## config.mk

```make
export PLATFORM = sky130hd
export DESIGN_NAME = operandSelect
export DESIGN_NICKNAME = d
export VERILOG_FILES = /design/src/verilog/rvPkg.sv /design/src/verilog/operandSelect.sv
export SDC_FILE = /design/constraint.sdc
export NUM_CORES = 1
export LEC_CHECK = 0
export ABC_AREA = 1
export BUFFER_PORTS_ARGS = -buffer_cell sky130_fd_sc_hd__clkbuf_2
export CORE_AREA = 2 2 149 151
export DETAILED_ROUTE_END_ITERATION = 6
export DIE_AREA = 0 0 151 153
export SLEW_MARGIN = 15
export SYNTH_ARGS = -nofsm -noshare
export SYNTH_HDL_FRONTEND = slang
export SYNTH_SLANG_ARGS = --single-unit
```

## constraint.sdc

```tcl
create_clock -name vclk -period 2.6
set_input_delay 0.26 -clock vclk [all_inputs]
set_output_delay 0.26 -clock vclk [all_outputs]
set_load 0.1 [all_outputs]
```

## src/verilog/rvPkg.sv

```systemverilog
package rvPkg;

  localparam int XlenDefault = 64;

  // one code per kept instruction
  typedef enum logic [5:0] {
    FuncIllegal,
    FuncAdd,
    FuncSub,
    FuncSll,
    FuncSlt,
    FuncSltu,
    FuncXor,
    FuncSrl,
    FuncSra,
    FuncOr,
    FuncAnd,
    FuncAddi,
    FuncSlti,
    FuncSltiu,
    FuncXori,
    FuncOri,
    FuncAndi,
    FuncSlli,
    FuncSrli,
    FuncSrai,
    FuncAddw,
    FuncSubw,
    FuncSllw,
    FuncSrlw,
    FuncSraw,
    FuncAddiw,
    FuncSlliw,
    FuncSrliw,
    FuncSraiw,
    FuncLui,
    FuncAuipc,
    FuncJal,
    FuncJalr,
    FuncBeq,
    FuncBne,
    FuncBlt,
    FuncBge,
    FuncBltu,
    FuncBgeu,
    FuncEbreak
  } rvFunc_e;

  typedef enum logic [2:0] {
    FmtR,
    FmtI,
    FmtS,
    FmtB,
    FmtU,
    FmtJ,
    FmtSpecial
  } rvFormat_e;

  typedef struct packed {
    logic [6:0] funct7;
    logic [4:0] rs2;
    logic [4:0] rs1;
    logic [2:0] funct3;
    logic [4:0] rd;
    logic [6:0] opcode;
  } rType_t;

  typedef struct packed {
    logic [11:0] imm11to0;
    logic [4:0]  rs1;
    logic [2:0]  funct3;
    logic [4:0]  rd;
    logic [6:0]  opcode;
  } iType_t;

  typedef struct packed {
    logic [6:0] imm11to5;
    logic [4:0] rs2;
    logic [4:0] rs1;
    logic [2:0] funct3;
    logic [4:0] imm4to0;
    logic [6:0] opcode;
  } sType_t;

  typedef struct packed {
    logic       imm12;
    logic [5:0] imm10to5;
    logic [4:0] rs2;
    logic [4:0] rs1;
    logic [2:0] funct3;
    logic [3:0] imm4to1;
    logic       imm11;
    logic [6:0] opcode;
  } bType_t;

  typedef struct packed {
    logic [19:0] imm31to12;
    logic [4:0]  rd;
    logic [6:0]  opcode;
  } uType_t;

  typedef struct packed {
    logic       imm20;
    logic [9:0] imm10to1;
    logic       imm11;
    logic [7:0] imm19to12;
    logic [4:0] rd;
    logic [6:0] opcode;
  } jType_t;

  // same 32 bits, six field layouts
  typedef union packed {
    rType_t rFields;
    iType_t iFields;
    sType_t sFields;
    bType_t bFields;
    uType_t uFields;
    jType_t jFields;
  } rvInst_u;

  typedef struct packed {
    rvFunc_e     func;
    rvFormat_e   fmt;
    logic [4:0]  rd;
    logic [4:0]  rs1;
    logic [4:0]  rs2;
    // already scaled, e.g. branch offsets in bytes
    logic [31:0] imm;
    logic        regWrite;
    logic        pcWrite;
    logic        illegal;
  } decoded_t;

endpackage
```

## src/verilog/operandSelect.sv

```systemverilog
module operandSelect #(
  parameter int Xlen = 64
) (
  input  rvPkg::decoded_t dec,
  input  logic [Xlen-1:0] rdata1,
  input  logic [Xlen-1:0] rdata2,
  output logic [Xlen-1:0] src1,
  output logic [Xlen-1:0] src2,
  output logic [Xlen-1:0] branchOffset
);
  import rvPkg::*;

  logic [Xlen-1:0] immX;

  assign immX = {{(Xlen - 32){dec.imm[31]}}, dec.imm};

  always_comb begin
    src1 = '0;
    src2 = '0;
    branchOffset = '0;
    case (dec.fmt)
      FmtR: begin
        src1 = rdata1;
        src2 = rdata2;
      end
      FmtI: begin
        src1 = rdata1;
        src2 = immX;
      end
      FmtB: begin
        src1 = rdata1;
        src2 = rdata2;
        branchOffset = immX;
      end
      // upper immediate already sits in bits 31:12
      FmtU: begin
        src1 = immX;
      end
      FmtJ: begin
        branchOffset = immX;
      end
      default: begin
        src1 = '0;
        src2 = '0;
        branchOffset = '0;
      end
    endcase
  end

endmodule

```

==> flow_summary.json <==
{
  "hold_start": "dec[16]",
  "syn_area_um2": 1910,
  "worst_pin_slew_ns": 0.522,
  "via_per_inst": 3.72,
  "cp-end-kind": "primary output",
  "maxSlewHeadroom_pct": 65.2,
  "fin_ws_ns": 0.632,
  "min_period_over_period_pct": 75.7,
  "synthCells": 432,
  "dr.first_iter.drc_count": 166,
  "vdd_drop_max_mv": 0.173,
  "gp_congestion": 0.806,
  "cp-startpoint": "dec[51]",
  "first_pass_iters": 5,
  "power_frac_seq_pct": 0,
  "dp_cells": 1011,
  "p_sw_share_pct": 70.0,
  "dieArea_um2": 23100,
  "overflow": 0,
  "grt_first_pass_wirelength_mm": 19.9,
  "post_dp_cell_area_um2": 6240,
  "maxSlewViolCount": 0,
  "cpMaxStageDelayCell": "buf_4",
  "antenna_left": 0,
  "p_sw_mw": 2.01,
  "crit_family": "buffers and inverters",
  "nFlopsAndLatches": 0,
  "layout.cells.non_filler": 1011,
  "vias": 3760,
  "setup_viol": 0,
  "register_area_um2": 0,
  "rsz0062_at_grt": "false",
  "post-dp-hpwl_mm": 11.1,
  "pwr-share-clk_pct": 0,
  "drcViolationCount": 0,
  "final_common_cell": "nand2_1",
  "synth.top_cell.area_share_pct": 39.4,
  "worstPathArrival_ns": 1.71,
  "outcome": "complete, no violations",
  "drv_cap": 0,
  "yosysTopAreaCell": "nand2_1",
  "slowest_delay_ns": 0.27,
  "power_frac_comb_pct": 100.0,
  "hold_viol": 0,
  "min_period_ns": 1.97,
  "syn_nets": 619,
  "fmax_mhz": 508,
  "path_cells": "clkbuf_2, inv_1, nand2_2, nor2_4, buf_4, nand2_1, buf_4, nand2_1, buf_12",
  "num_rows": 54,
  "critPathRequiredTime_ns": 2.34,
  "critPathBufInv": 5,
  "io_pins": 379,
  "crit_fanout": 29,
  "p_per_area_nw_per_um2": 461,
  "nets": 920,
  "final_layout_size_suffix_gt1_share_pct": 50.9,
  "place_ws_ns": 0.609,
  "grt_max_degree": 129,
  "io_buffer_count": 355,
  "grtUsageTotal_pct": 10.6,
  "start_util_pct": 8.87,
  "synth_seq_area_share_pct": 0,
  "stdcell_area_um2": 6240,
  "worstSetupPathType": "in2out",
  "syn_area_per_cell_um2": 4.41,
  "postCtsHoldBufs": 0,
  "clkbuf_count": 0,
  "cts_resized": 0,
  "ys_types": 11,
  "core_um2": 21500,
  "synth_area_leaders": "nand2_1 (39%), nand3_1 (17%), buf_4 (13%), buf_2 (7.3%), inv_1 (6.5%)",
  "wl_per_cell_um": 13.1,
  "min_path_type": "in2out",
  "syn2layout_area_growth_pct": 227,
  "grt_pass1_vias": 3833,
  "wl_mm": 13.2,
  "p_leak_nw": 3.43,
  "antenna_cells": 0,
  "dieWidth_um": 151,
  "final_cell_mix": "nand2_1 (198), clkbuf_2 (163), buf_12 (162)",
  "cts_setup_buffers": 0,
  "antenna_found_initial": 0,
  "yosys_warnings": 0,
  "power.internal_mw": 0.863,
  "die_h_um": 153,
  "cp-start-kind": "input port"
}
## per-stage QoR
stage	power, mW	hold WS [ns]	utilization [%]	TNS, ns
CTS	2.89	0.895	29.0	0
global route	2.97	0.908	29.0	0
finish	2.87	0.897	29.0	0
detailed placement	2.89	0.894	29.0	0
floorplan	1.85	0.781	-	-3.23
global placement	2.88	0.885	29.0	0
## kinds of logic after synthesis
kind of cell | share of synthesized area [%]
and+or+nand+nor | 63.3
buffers and inverters | 28.6
AOI/OAI and AO/OA | 8.14
## layer usage
layer	GRT usage [%]	vias up	wire length, um
li1	-	1899	-
met1	11.3	1647	4810
met2	21.5	208	7020
met3	2.33	6	1310
met4	0.757	0	83
met5	0	-	0
## worst paths after layout
check,slack [ns],cells after the start,endpoint
max,0.63,9,src2[31]
min,0.90,4,branchOffset[13]
## power groups by stage
stage,clock [mW],combinational (mW),sequential (mW)
3_5_place_dp,0,2.89,0
4_1_cts,0,2.89,0
2_1_floorplan,0,1.85,0
5_1_grt,0,2.97,0
3_3_place_gp,0,2.88,0
6_report,0,2.87,0
## area by class of cell
| type | instances | area (um2) |
|---|---|---|
| fill | 2278 | 15200 |
| inverter | 34 | 128 |
| multi-input combinational | 330 | 1380 |
| tap | 280 | 350 |
| timing repair buffer | 367 | 4370 |
## cell usage after synthesis, drive strengths merged
cell	n
buf	62
nor2	34
inv	34
clkbuf	6
nand2	200
nand3	65
o21ai	31
Note: power is estimated with default switching activity, not from simulation.
