**config.mk**
```make
export PLATFORM = sky130hd
export DESIGN_NAME = instDecoder
export DESIGN_NICKNAME = d
export VERILOG_FILES = /design/src/verilog/rvPkg.sv /design/src/verilog/instDecoder.sv
export SDC_FILE = /design/constraint.sdc
export NUM_CORES = 1
export LEC_CHECK = 0
export BUFFER_PORTS_ARGS = -buffer_cell sky130_fd_sc_hd__buf_2
export CAP_MARGIN = 40
export CORE_ASPECT_RATIO = 1.5
export CORE_UTILIZATION = 40
export DETAILED_ROUTE_END_ITERATION = 12
export GPL_TIMING_DRIVEN = 0
export PLACE_DENSITY_LB_ADDON = 0.25
export SYNTH_ARGS = -nofsm -noshare
export SYNTH_HDL_FRONTEND = slang
export SYNTH_SLANG_ARGS = --single-unit
```
**constraint.sdc**
```tcl
create_clock -name vclk -period 6.1
set_input_delay 0.305 -clock vclk [all_inputs]
set_output_delay 0.305 -clock vclk [all_outputs]
set_load 0.005 [all_outputs]
```
**src/verilog/rvPkg.sv**
```systemverilog
package rvPkg;

  localparam int XlenDefault = 64;

  // one code per kept instruction
  typedef enum logic [5:0] {
    FuncIllegal,
    FuncAdd,
    FuncSub,
    FuncSll,
    FuncSlt,
    FuncSltu,
    FuncXor,
    FuncSrl,
    FuncSra,
    FuncOr,
    FuncAnd,
    FuncAddi,
    FuncSlti,
    FuncSltiu,
    FuncXori,
    FuncOri,
    FuncAndi,
    FuncSlli,
    FuncSrli,
    FuncSrai,
    FuncAddw,
    FuncSubw,
    FuncSllw,
    FuncSrlw,
    FuncSraw,
    FuncAddiw,
    FuncSlliw,
    FuncSrliw,
    FuncSraiw,
    FuncLui,
    FuncAuipc,
    FuncJal,
    FuncJalr,
    FuncBeq,
    FuncBne,
    FuncBlt,
    FuncBge,
    FuncBltu,
    FuncBgeu,
    FuncEbreak
  } rvFunc_e;

  typedef enum logic [2:0] {
    FmtR,
    FmtI,
    FmtS,
    FmtB,
    FmtU,
    FmtJ,
    FmtSpecial
  } rvFormat_e;

  typedef struct packed {
    logic [6:0] funct7;
    logic [4:0] rs2;
    logic [4:0] rs1;
    logic [2:0] funct3;
    logic [4:0] rd;
    logic [6:0] opcode;
  } rType_t;

  typedef struct packed {
    logic [11:0] imm11to0;
    logic [4:0]  rs1;
    logic [2:0]  funct3;
    logic [4:0]  rd;
    logic [6:0]  opcode;
  } iType_t;

  typedef struct packed {
    logic [6:0] imm11to5;
    logic [4:0] rs2;
    logic [4:0] rs1;
    logic [2:0] funct3;
    logic [4:0] imm4to0;
    logic [6:0] opcode;
  } sType_t;

  typedef struct packed {
    logic       imm12;
    logic [5:0] imm10to5;
    logic [4:0] rs2;
    logic [4:0] rs1;
    logic [2:0] funct3;
    logic [3:0] imm4to1;
    logic       imm11;
    logic [6:0] opcode;
  } bType_t;

  typedef struct packed {
    logic [19:0] imm31to12;
    logic [4:0]  rd;
    logic [6:0]  opcode;
  } uType_t;

  typedef struct packed {
    logic       imm20;
    logic [9:0] imm10to1;
    logic       imm11;
    logic [7:0] imm19to12;
    logic [4:0] rd;
    logic [6:0] opcode;
  } jType_t;

  // same 32 bits, six field layouts
  typedef union packed {
    rType_t rFields;
    iType_t iFields;
    sType_t sFields;
    bType_t bFields;
    uType_t uFields;
    jType_t jFields;
  } rvInst_u;

  typedef struct packed {
    rvFunc_e     func;
    rvFormat_e   fmt;
    logic [4:0]  rd;
    logic [4:0]  rs1;
    logic [4:0]  rs2;
    // already scaled, e.g. branch offsets in bytes
    logic [31:0] imm;
    logic        regWrite;
    logic        pcWrite;
    logic        illegal;
  } decoded_t;

endpackage
```
**src/verilog/instDecoder.sv**
```systemverilog
module instDecoder #(
  parameter int NumRegs = 32
) (
  input  rvPkg::rvInst_u  inst,
  output rvPkg::decoded_t dec
);
  import rvPkg::*;

  typedef struct packed {
    rvFunc_e   func;
    rvFormat_e fmt;
    logic      regWrite;
    logic      pcWrite;
  } match_t;

  logic [31:0] word;
  match_t      hit;
  logic [31:0] imm;
  logic        usesRd;
  logic        usesRs1;
  logic        usesRs2;
  logic        badReg;

  assign word = inst;

  // first matching pattern wins
  always_comb begin
    hit = '{FuncIllegal, FmtSpecial, 1'b0, 1'b0};
    casez (word)
      // register ops
      32'b0000000_?????_?????_000_?????_0110011: hit = '{FuncAdd,   FmtR, 1'b1, 1'b0};
      32'b0100000_?????_?????_000_?????_0110011: hit = '{FuncSub,   FmtR, 1'b1, 1'b0};
      32'b0000000_?????_?????_001_?????_0110011: hit = '{FuncSll,   FmtR, 1'b1, 1'b0};
      32'b0000000_?????_?????_010_?????_0110011: hit = '{FuncSlt,   FmtR, 1'b1, 1'b0};
      32'b0000000_?????_?????_011_?????_0110011: hit = '{FuncSltu,  FmtR, 1'b1, 1'b0};
      32'b0000000_?????_?????_100_?????_0110011: hit = '{FuncXor,   FmtR, 1'b1, 1'b0};
      32'b0000000_?????_?????_101_?????_0110011: hit = '{FuncSrl,   FmtR, 1'b1, 1'b0};
      32'b0100000_?????_?????_101_?????_0110011: hit = '{FuncSra,   FmtR, 1'b1, 1'b0};
      32'b0000000_?????_?????_110_?????_0110011: hit = '{FuncOr,    FmtR, 1'b1, 1'b0};
      32'b0000000_?????_?????_111_?????_0110011: hit = '{FuncAnd,   FmtR, 1'b1, 1'b0};
      32'b0000000_?????_?????_000_?????_0111011: hit = '{FuncAddw,  FmtR, 1'b1, 1'b0};
      32'b0100000_?????_?????_000_?????_0111011: hit = '{FuncSubw,  FmtR, 1'b1, 1'b0};
      32'b0000000_?????_?????_001_?????_0111011: hit = '{FuncSllw,  FmtR, 1'b1, 1'b0};
      32'b0000000_?????_?????_101_?????_0111011: hit = '{FuncSrlw,  FmtR, 1'b1, 1'b0};
      32'b0100000_?????_?????_101_?????_0111011: hit = '{FuncSraw,  FmtR, 1'b1, 1'b0};
      // immediate ops with a 6-bit shamt on rv64 shifts
      32'b???????_?????_?????_000_?????_0010011: hit = '{FuncAddi,  FmtI, 1'b1, 1'b0};
      32'b???????_?????_?????_010_?????_0010011: hit = '{FuncSlti,  FmtI, 1'b1, 1'b0};
      32'b???????_?????_?????_011_?????_0010011: hit = '{FuncSltiu, FmtI, 1'b1, 1'b0};
      32'b???????_?????_?????_100_?????_0010011: hit = '{FuncXori,  FmtI, 1'b1, 1'b0};
      32'b???????_?????_?????_110_?????_0010011: hit = '{FuncOri,   FmtI, 1'b1, 1'b0};
      32'b???????_?????_?????_111_?????_0010011: hit = '{FuncAndi,  FmtI, 1'b1, 1'b0};
      32'b000000?_?????_?????_001_?????_0010011: hit = '{FuncSlli,  FmtI, 1'b1, 1'b0};
      32'b000000?_?????_?????_101_?????_0010011: hit = '{FuncSrli,  FmtI, 1'b1, 1'b0};
      32'b010000?_?????_?????_101_?????_0010011: hit = '{FuncSrai,  FmtI, 1'b1, 1'b0};
      32'b???????_?????_?????_000_?????_0011011: hit = '{FuncAddiw, FmtI, 1'b1, 1'b0};
      32'b0000000_?????_?????_001_?????_0011011: hit = '{FuncSlliw, FmtI, 1'b1, 1'b0};
      32'b0000000_?????_?????_101_?????_0011011: hit = '{FuncSrliw, FmtI, 1'b1, 1'b0};
      32'b0100000_?????_?????_101_?????_0011011: hit = '{FuncSraiw, FmtI, 1'b1, 1'b0};
      32'b???????_?????_?????_000_?????_1100111: hit = '{FuncJalr,  FmtI, 1'b1, 1'b1};
      // branches
      32'b???????_?????_?????_000_?????_1100011: hit = '{FuncBeq,   FmtB, 1'b0, 1'b1};
      32'b???????_?????_?????_001_?????_1100011: hit = '{FuncBne,   FmtB, 1'b0, 1'b1};
      32'b???????_?????_?????_100_?????_1100011: hit = '{FuncBlt,   FmtB, 1'b0, 1'b1};
      32'b???????_?????_?????_101_?????_1100011: hit = '{FuncBge,   FmtB, 1'b0, 1'b1};
      32'b???????_?????_?????_110_?????_1100011: hit = '{FuncBltu,  FmtB, 1'b0, 1'b1};
      32'b???????_?????_?????_111_?????_1100011: hit = '{FuncBgeu,  FmtB, 1'b0, 1'b1};
      32'b???????_?????_?????_???_?????_0110111: hit = '{FuncLui,   FmtU, 1'b1, 1'b0};
      32'b???????_?????_?????_???_?????_0010111: hit = '{FuncAuipc, FmtU, 1'b1, 1'b0};
      32'b???????_?????_?????_???_?????_1101111: hit = '{FuncJal,   FmtJ, 1'b1, 1'b1};
      32'b0000000_00001_00000_000_00000_1110011: hit = '{FuncEbreak, FmtSpecial, 1'b0, 1'b0};
      default: hit = '{FuncIllegal, FmtSpecial, 1'b0, 1'b0};
    endcase
  end

  // immediate and register fields by format
  always_comb begin
    imm = '0;
    usesRd = 1'b0;
    usesRs1 = 1'b0;
    usesRs2 = 1'b0;
    case (hit.fmt)
      FmtR: begin
        usesRd = 1'b1;
        usesRs1 = 1'b1;
        usesRs2 = 1'b1;
      end
      FmtI: begin
        imm = {{20{inst.iFields.imm11to0[11]}}, inst.iFields.imm11to0};
        usesRd = 1'b1;
        usesRs1 = 1'b1;
      end
      FmtB: begin
        imm = {{19{inst.bFields.imm12}}, inst.bFields.imm12, inst.bFields.imm11,
               inst.bFields.imm10to5, inst.bFields.imm4to1, 1'b0};
        usesRs1 = 1'b1;
        usesRs2 = 1'b1;
      end
      FmtU: begin
        imm = {inst.uFields.imm31to12, 12'b0};
        usesRd = 1'b1;
      end
      FmtJ: begin
        imm = {{11{inst.jFields.imm20}}, inst.jFields.imm20, inst.jFields.imm19to12,
               inst.jFields.imm11, inst.jFields.imm10to1, 1'b0};
        usesRd = 1'b1;
      end
      default: imm = '0;
    endcase
  end

  // registers at or above NumRegs (x16 and up on rv64e)
  assign badReg = (usesRd && inst.rFields.rd >= NumRegs)
               || (usesRs1 && inst.rFields.rs1 >= NumRegs)
               || (usesRs2 && inst.rFields.rs2 >= NumRegs);

  always_comb begin
    dec = '0;
    if (hit.func == FuncIllegal || badReg) begin
      dec.func = FuncIllegal;
      dec.fmt = FmtSpecial;
      dec.illegal = 1'b1;
    end else begin
      dec.func = hit.func;
      dec.fmt = hit.fmt;
      dec.rd = usesRd ? inst.rFields.rd : 5'd0;
      dec.rs1 = usesRs1 ? inst.rFields.rs1 : 5'd0;
      dec.rs2 = usesRs2 ? inst.rFields.rs2 : 5'd0;
      dec.imm = imm;
      dec.regWrite = hit.regWrite;
      dec.pcWrite = hit.pcWrite;
    end
  end

endmodule

```
==> qor.csv, run 1 <==
metric,value,unit
detailed-placement wirelength estimate,4950,um
# clk buffers,0,
cell area after technology mapping,1530,sq um
Yosys top cell area share,9.84,%
total core area,3650,sq um
maximum number of pins on one net before global-route repair,11,
commonest cells in the netlist,"22 x sky130_fd_sc_hd__nand2_1, 20 x sky130_fd_sc_hd__a21o_1, 20 x sky130_fd_sc_hd__a21oi_1, 15 x sky130_fd_sc_hd__nor2_1, 13 x sky130_fd_sc_hd__o21ai_0",
met3 track demand over resource in global routing,1.57,%
critical path type,primary input to primary output,
share of synthesized area spent on multiplexers,1.31,%
cell with the most instances after synthesis,sky130_fd_sc_hd__nand2_1,
die area,4070,sq um
count of buffering cells on the critical path with inverters included,3,
required time worst endpoint,5.79,ns
number of setup violations in the final report,0,
cell with the largest stage delay on the worst path,sky130_fd_sc_hd__nor4_1,
global-route wire length before repair,9290,um
met1 track utilization from global routing,33.6,%
setup fix buffers added after clock tree synthesis,0,
kind of cell adding the most delay to the critical path,simple AND/OR/NAND/NOR gates,
post-layout utilization of the core,56.6,%
Slew HR,55.3,%
"Hold Vio Cnt, Final",0,
starting density of the core,41.8,%
library cell occupying the most area in the post-synthesis netlist,sky130_fd_sc_hd__a21o_1,
most heavily used metal layer in global routing,met2,
relative area change from synthesis to final layout,35.3,%
highest fanout seen on the critical path,10,
drt pass-1 iters,5,
Fmax achieved,336,MHz
Worst path depth,9,
chip height,77.7,um
FF+latch area,0,sq um
launch point of the worst path,inst[13],
number of library cell types mapped by synthesis,57,
adder-cell share of the synthesized area,0,%
total number of yosys warnings,0,
sequential fraction of the synthesis area,0,%
kind of capture point of the worst setup path,primary output,
io pins,91,
minimum clock period after layout,2.97,ns
fin nets,369,
worst slack after detailed placement,3.17,ns
via count,2272,
DRT iter0 DRCs,153,
average routed wire per standard cell,16.2,um
main area contributors after synthesis,"sky130_fd_sc_hd__a21o_1 9.8%, sky130_fd_sc_hd__a21oi_1 6.6%, sky130_fd_sc_hd__nand2_1 5.4%, sky130_fd_sc_hd__nand4_1 4.5%, sky130_fd_sc_hd__o21ai_0 4.3%",
synthesized netlist cell count,240,
final slew viol count,0,
Critical Path Max Stage Delay,0.62,ns
hold_ws,0.902,ns
pin slew with the least headroom to its limit,0.665,ns
antenna cell count,0,
cell repeated most along the worst path,sky130_fd_sc_hd__buf_2,
Synth Area in Compound Gates,40.2,%
fraction of layout instances using a drive strength above 1,35.8,%
Final Wtd Congestion,1.05,
horizontal die dimension,52.4,um
Residual DRC,0,
power density over the cells,36.3,nW/um^2
number of antenna-violating nets in the routed design,0,
max-cap viol count,0,
Resize count post-CTS,0,
number of placement rows,27,
Simple-Gate Fraction of Synth Area,48.7,%
unrepaired setup endpoints after global routing,no,
end point of the critical path,dec[36],
number of antenna violations at the first check in global routing,0,
xor-xnor portion of the synthesized cell area,0.574,%
"Hold-fix buffers, CTS",0,
number of nets produced by synthesis,272,
number of global-route vias before repair,1971,
cell-by-cell trace of the critical path,"buf_2, buf_2, nor4_1, nand3_1, nor3_4, nor2_1, a31oi_2, a211oi_1, buf_2",
Tcrit/Tclk final,48.7,%
worst setup margin,3.13,ns
"wirelength, routed",6140,um
GR Layer Usage met2,52.8,%
Mean Syn Cell Area,6.36,sq um
worst min-delay path class,primary input to primary output,
CP Data Arrival Time,2.67,ns
leakage power figure,1.22,nW
largest family of logic cells by synthesized area,simple AND/OR/NAND/NOR gates,
num sequential,0,
number of vias per cell,6.01,
combined global-route utilization of all metal layers,29.0,%
GRT Residual Overflow,0,
CP Launch Type,primary input,
maximum vdd drop,0.0264,mV
outcome,"complete, no violations",
setup TNS after final layout,0,ns
count of port buffers added during placement,91,
==> metal layers <==
metal,vias to the layer above,part of all wire [%]
li1,1119,-
met4,0,3.2
met5,-,0
met2,113,52
met3,19,6.8
met1,1021,38
==> cell families (layout without fill, tap and decap cells) <==
family	count (synthesis)	in the layout
compound gates	87	87
xor+xnor	1	1
buf+inv	29	124
mux	2	2
simple gates	121	121
==> how the worst min path moves through the flow <==
stage | from | to | slack [ns] | cells after the start
finish | inst[19] | dec[22] | 0.90 | 3
global route | inst[17] | dec[20] | 0.92 | 3
CTS | inst[16] | dec[19] | 0.91 | 3
detailed placement | inst[16] | dec[19] | 0.90 | 3
global placement | inst[19] | dec[22] | 0.90 | 3
floorplan | inst[21] | dec[36] | 0.68 | 2
==> cell usage in the layout, fill, tap and decap left out, types with 8 or more instances in the layout <==
| cell | netlist | routed |
|---|---|---|
| sky130_fd_sc_hd__nand3_1 | 10 | 10 |
| sky130_fd_sc_hd__a21oi_1 | 20 | 20 |
| sky130_fd_sc_hd__inv_1 | 9 | 9 |
| sky130_fd_sc_hd__buf_2 | 8 | 101 |
| sky130_fd_sc_hd__and2_1 | 8 | 8 |
| sky130_fd_sc_hd__nand4_1 | 11 | 11 |
| sky130_fd_sc_hd__nor3_1 | 10 | 10 |
| sky130_fd_sc_hd__nor2_1 | 15 | 15 |
| sky130_fd_sc_hd__a21o_1 | 20 | 20 |
| sky130_fd_sc_hd__nand2_1 | 22 | 22 |
| sky130_fd_sc_hd__o21ai_0 | 13 | 13 |
==> cell type report <==
type	count	area [sq um]
repair buffers	95	485
fillers	405	1580
inverters	9	33.8
well taps	43	53.8
plain buffers	20	108
multi-input cells	211	1390
==> where the power goes <==
part | leakage, nW | switching, mW | total, mW | internal [mW]
Clock | 0 | 0 | 0 | 0
Combinational | 1.22 | 0.0453 | 0.0749 | 0.0296
Sequential | 0 | 0 | 0 | 0
Total | 1.22 | 0.0453 | 0.0749 | 0.0296
==> per-stage QoR <==
step | power (mW) | instance area [sq um] | instances
after floorplan | 0.0385 | 1530 | 240
after global routing | 0.0813 | 2070 | 378
after CTS | 0.0734 | 2070 | 378
final | 0.0749 | 2070 | 378
after global placement | 0.0725 | 2040 | 374
after detailed placement | 0.0732 | 2070 | 378
No activity file was read; power rests on OpenSTA's default activity.
==> inputs of run 2 (changes only) <==
ABC_AREA = 1   (was not set)
clock period = 2.8 ns   (was 6.1 ns; I/O delays follow)
==> run 2 against run 1 <==
  * Core utilization down 0.36 points
  * Worst hold slack worse by 0.31 ns
  * Worst setup slack worse by 2.4 ns
  * Die area up 3.8%
  * Non-clock buffer count down 21
  * Final area up 1.2%
  * Wire length down 7.4%
  * Critical path depth up 6
  * Power up 71%
  * First-iteration DRC count down 51%
  * Critical path type unchanged
  * Largest cell class unchanged
  * Highest routed layer unchanged
==> qor.csv, run 2 <==
metric,value,unit,change
outcome,"complete, no violations",,
number of placement rows,27,,unchanged
Slew HR,73.4,%,+18 points
unrepaired setup endpoints after global routing,no,,
pin slew with the least headroom to its limit,0.396,ns,-0.269 ns
power density over the cells,61.3,nW/um^2,+69%
# clk buffers,0,,unchanged
via count,2332,,+2.6%
"leading cell type in the layout, fill and taps excluded",sky130_fd_sc_hd__buf_2,,
Yosys top cell area share,15.6,%,+5.8 points
number of library cell types mapped by synthesis,32,,-44%
total number of yosys warnings,0,,unchanged
num sequential,0,,unchanged
antenna cell count,0,,unchanged
Tcrit/Tclk final,75.5,%,
max-cap viol count,0,,unchanged
total core area,3720,sq um,+1.9%
Cell Int Power,0.0448,mW,+51%
number of vias per cell,5.22,,-13%
CP Data Arrival Time,1.97,ns,-0.70 ns
relative area change from synthesis to final layout,31.8,%,
instance count along the most critical hold path,4,,+1
Resize count post-CTS,0,,unchanged
cell area after technology mapping,1590,sq um,+3.9%
"commonest non-fill, non-tap cells in the layout","91 x sky130_fd_sc_hd__buf_2, 66 x sky130_fd_sc_hd__nand2_1, 61 x sky130_fd_sc_hd__nor2_1, 41 x sky130_fd_sc_hd__inv_1, 32 x sky130_fd_sc_hd__nand3_1",,
Final Instance Count excl. Fillers,447,,+18%
worst min-delay path class,primary input to primary output,,
minimum clock period after layout,2.11,ns,
sequential fraction of the synthesis area,0,%,unchanged
number of setup violations in the final report,0,,unchanged
drt pass-1 iters,5,,unchanged
final slew viol count,0,,unchanged
fin nets,438,,+19%
switching pwr,0.0834,mW,+84%
io pins,91,,unchanged
sequential share of power,0,%,unchanged
starting density of the core,42.7,%,+0.86 points
required time worst endpoint,2.66,ns,-3.13 ns
Fmax achieved,473,MHz,
average routed wire per standard cell,12.7,um,-22%
DRT iter0 DRCs,75,,-51%
Comb power frac,100.0,%,about the same
horizontal die dimension,53.4,um,+1.9%
number of antenna-violating nets in the routed design,0,,unchanged
"Hold Vio Cnt, Final",0,,unchanged
synthesized netlist cell count,314,,+31%
CP Launch Type,primary input,,
worst hold path startpoint,inst[16],,
commonest cells in the netlist,"66 x sky130_fd_sc_hd__nand2_1, 61 x sky130_fd_sc_hd__nor2_1, 41 x sky130_fd_sc_hd__inv_1, 32 x sky130_fd_sc_hd__nand3_1, 18 x sky130_fd_sc_hd__o21ai_0",,
placed insts,447,,+18%
number of nets produced by synthesis,346,,+27%
critical path type,primary input to primary output,,
combined global-route utilization of all metal layers,27.0,%,-2.0 points
FF+latch area,0,sq um,unchanged
GRT Residual Overflow,0,,unchanged
die area,4230,sq um,+3.8%
"wirelength, routed",5690,um,-7.4%
number of global-route vias before repair,2040,,+3.5%
hold_ws,0.590,ns,-0.311 ns
Final Wtd Congestion,0.988,,-5.7%
"Hold-fix buffers, CTS",0,,unchanged
main area contributors after synthesis,"sky130_fd_sc_hd__nand2_1 16%, sky130_fd_sc_hd__nor2_1 14%, sky130_fd_sc_hd__nand3_1 10%, sky130_fd_sc_hd__inv_1 9.7%, sky130_fd_sc_hd__o21ai_0 5.7%",,
library cell occupying the most area in the post-synthesis netlist,sky130_fd_sc_hd__nand2_1,,
kind of capture point of the worst setup path,primary output,,
leakage power figure,1.29,nW,+5.1%
Residual DRC,0,,unchanged
setup fix buffers added after clock tree synthesis,0,,unchanged
fraction of layout instances using a drive strength above 1,36.6,%,+0.81 points
count of port buffers added during placement,90,,-1.1%
launch point of the worst path,inst[4],,
multi-input gate area in the final layout,1370,sq um,-1.1%
global-route wire length before repair,8800,um,-5.3%
clock network fraction of design power,0,%,unchanged
number of antenna violations at the first check in global routing,0,,unchanged
count of fill cells added during filler insertion,431,,+6.4%
setup TNS after final layout,0,ns,unchanged
maximum vdd drop,0.0516,mV,+95%
chip height,79.1,um,+1.9%
maximum number of pins on one net before global-route repair,11,,unchanged
highest fanout seen on the critical path,9,,-1
detailed-placement wirelength estimate,5010,um,+1.2%
Mean Syn Cell Area,5.05,sq um,-21%
switching fraction of total power,65.1,%,+4.6 points
cell with the most instances after synthesis,sky130_fd_sc_hd__nand2_1,,
==> run 2: changes by cell type after synthesis, moves of 6 or more <==
| cell | before | now |
|---|---|---|
| sky130_fd_sc_hd__buf_2 | 8 | 1 |
| sky130_fd_sc_hd__nand2_1 | 22 | 66 |
| sky130_fd_sc_hd__a21oi_1 | 20 | 8 |
| sky130_fd_sc_hd__inv_1 | 9 | 41 |
| sky130_fd_sc_hd__nor2_1 | 15 | 61 |
| sky130_fd_sc_hd__o21ai_2 | 0 | 6 |
| sky130_fd_sc_hd__a211oi_1 | 6 | 0 |
| sky130_fd_sc_hd__nor2_2 | 0 | 14 |
| sky130_fd_sc_hd__and2_1 | 8 | 0 |
| sky130_fd_sc_hd__inv_2 | 0 | 8 |
| sky130_fd_sc_hd__nand3_1 | 10 | 32 |
| sky130_fd_sc_hd__a21o_1 | 20 | 0 |
| sky130_fd_sc_hd__and3_1 | 7 | 1 |
| sky130_fd_sc_hd__nand2_2 | 0 | 11 |
==> run 2: stage by stage <==
step                setup WS, ns  util [%]  cell area (sq um)  power, mW
floorplan                   1.29         -               1590     0.0681
finish                     0.686      56.3               2090      0.128
CTS                        0.697      56.3               2090      0.129
global placement           0.752      56.3               2090      0.126
detailed placement         0.706      56.3               2090      0.128
global route               0.444      56.3               2090      0.144
==> run 2: layout make-up <==
cell class                      instances  area share, %
Buffer                                  4           1.56
Inverter                               49           8.80
Multi-Input combinational cell        261           65.5
Tap cell                               43           2.57
Timing Repair Buffer                   90           21.5
==> run 2: cell families (layout without fill, tap and decap cells) <==
family	count (synthesis)	after routing	share of synthesized area (%)
buffers and inverters	53	143	13.6
AO/OA/AOI/OAI	41	41	17.0
AND/OR/NAND/NOR	220	220	69.4
==> run 2: path summary, 6_finish.rpt <==
kind                       to  slack (ns)
worst min-delay path  dec[41]        0.59
worst max-delay path  dec[36]        0.69
==> run 2: power groups by stage <==
stage                     Sequential (mW)  Combinational [mW]  Clock [mW]
after global placement                  0               0.126           0
after CTS                               0               0.129           0
final                                   0               0.128           0
after floorplan                         0              0.0681           0
after detailed placement                0               0.128           0
after global routing                    0               0.144           0
==> run 2: worst max-delay path, cell delays in order <==
cell	delay, ns
sky130_fd_sc_hd__buf_2	0.10
sky130_fd_sc_hd__inv_1	0.06
sky130_fd_sc_hd__nand3_1	0.13
sky130_fd_sc_hd__inv_1	0.07
sky130_fd_sc_hd__nand3_2	0.13
sky130_fd_sc_hd__inv_1	0.09
sky130_fd_sc_hd__nor2_2	0.30
sky130_fd_sc_hd__nand2_1	0.09
sky130_fd_sc_hd__inv_1	0.11
sky130_fd_sc_hd__nand2_2	0.08
sky130_fd_sc_hd__inv_1	0.09
sky130_fd_sc_hd__nand3_1	0.15
sky130_fd_sc_hd__o21ai_0	0.23
sky130_fd_sc_hd__a21oi_1	0.07
sky130_fd_sc_hd__buf_2	0.14
==> run 2: layer usage <==
layer / GRT usage [%] / vias up / wire length, um
li1: - / 1194 / -
met1: 28.5 / 1033 / 2110
met2: 54.1 / 93 / 3090
met3: 0.766 / 12 / 305
met4: 7.11 / 0 / 188
met5: 0 / - / 0
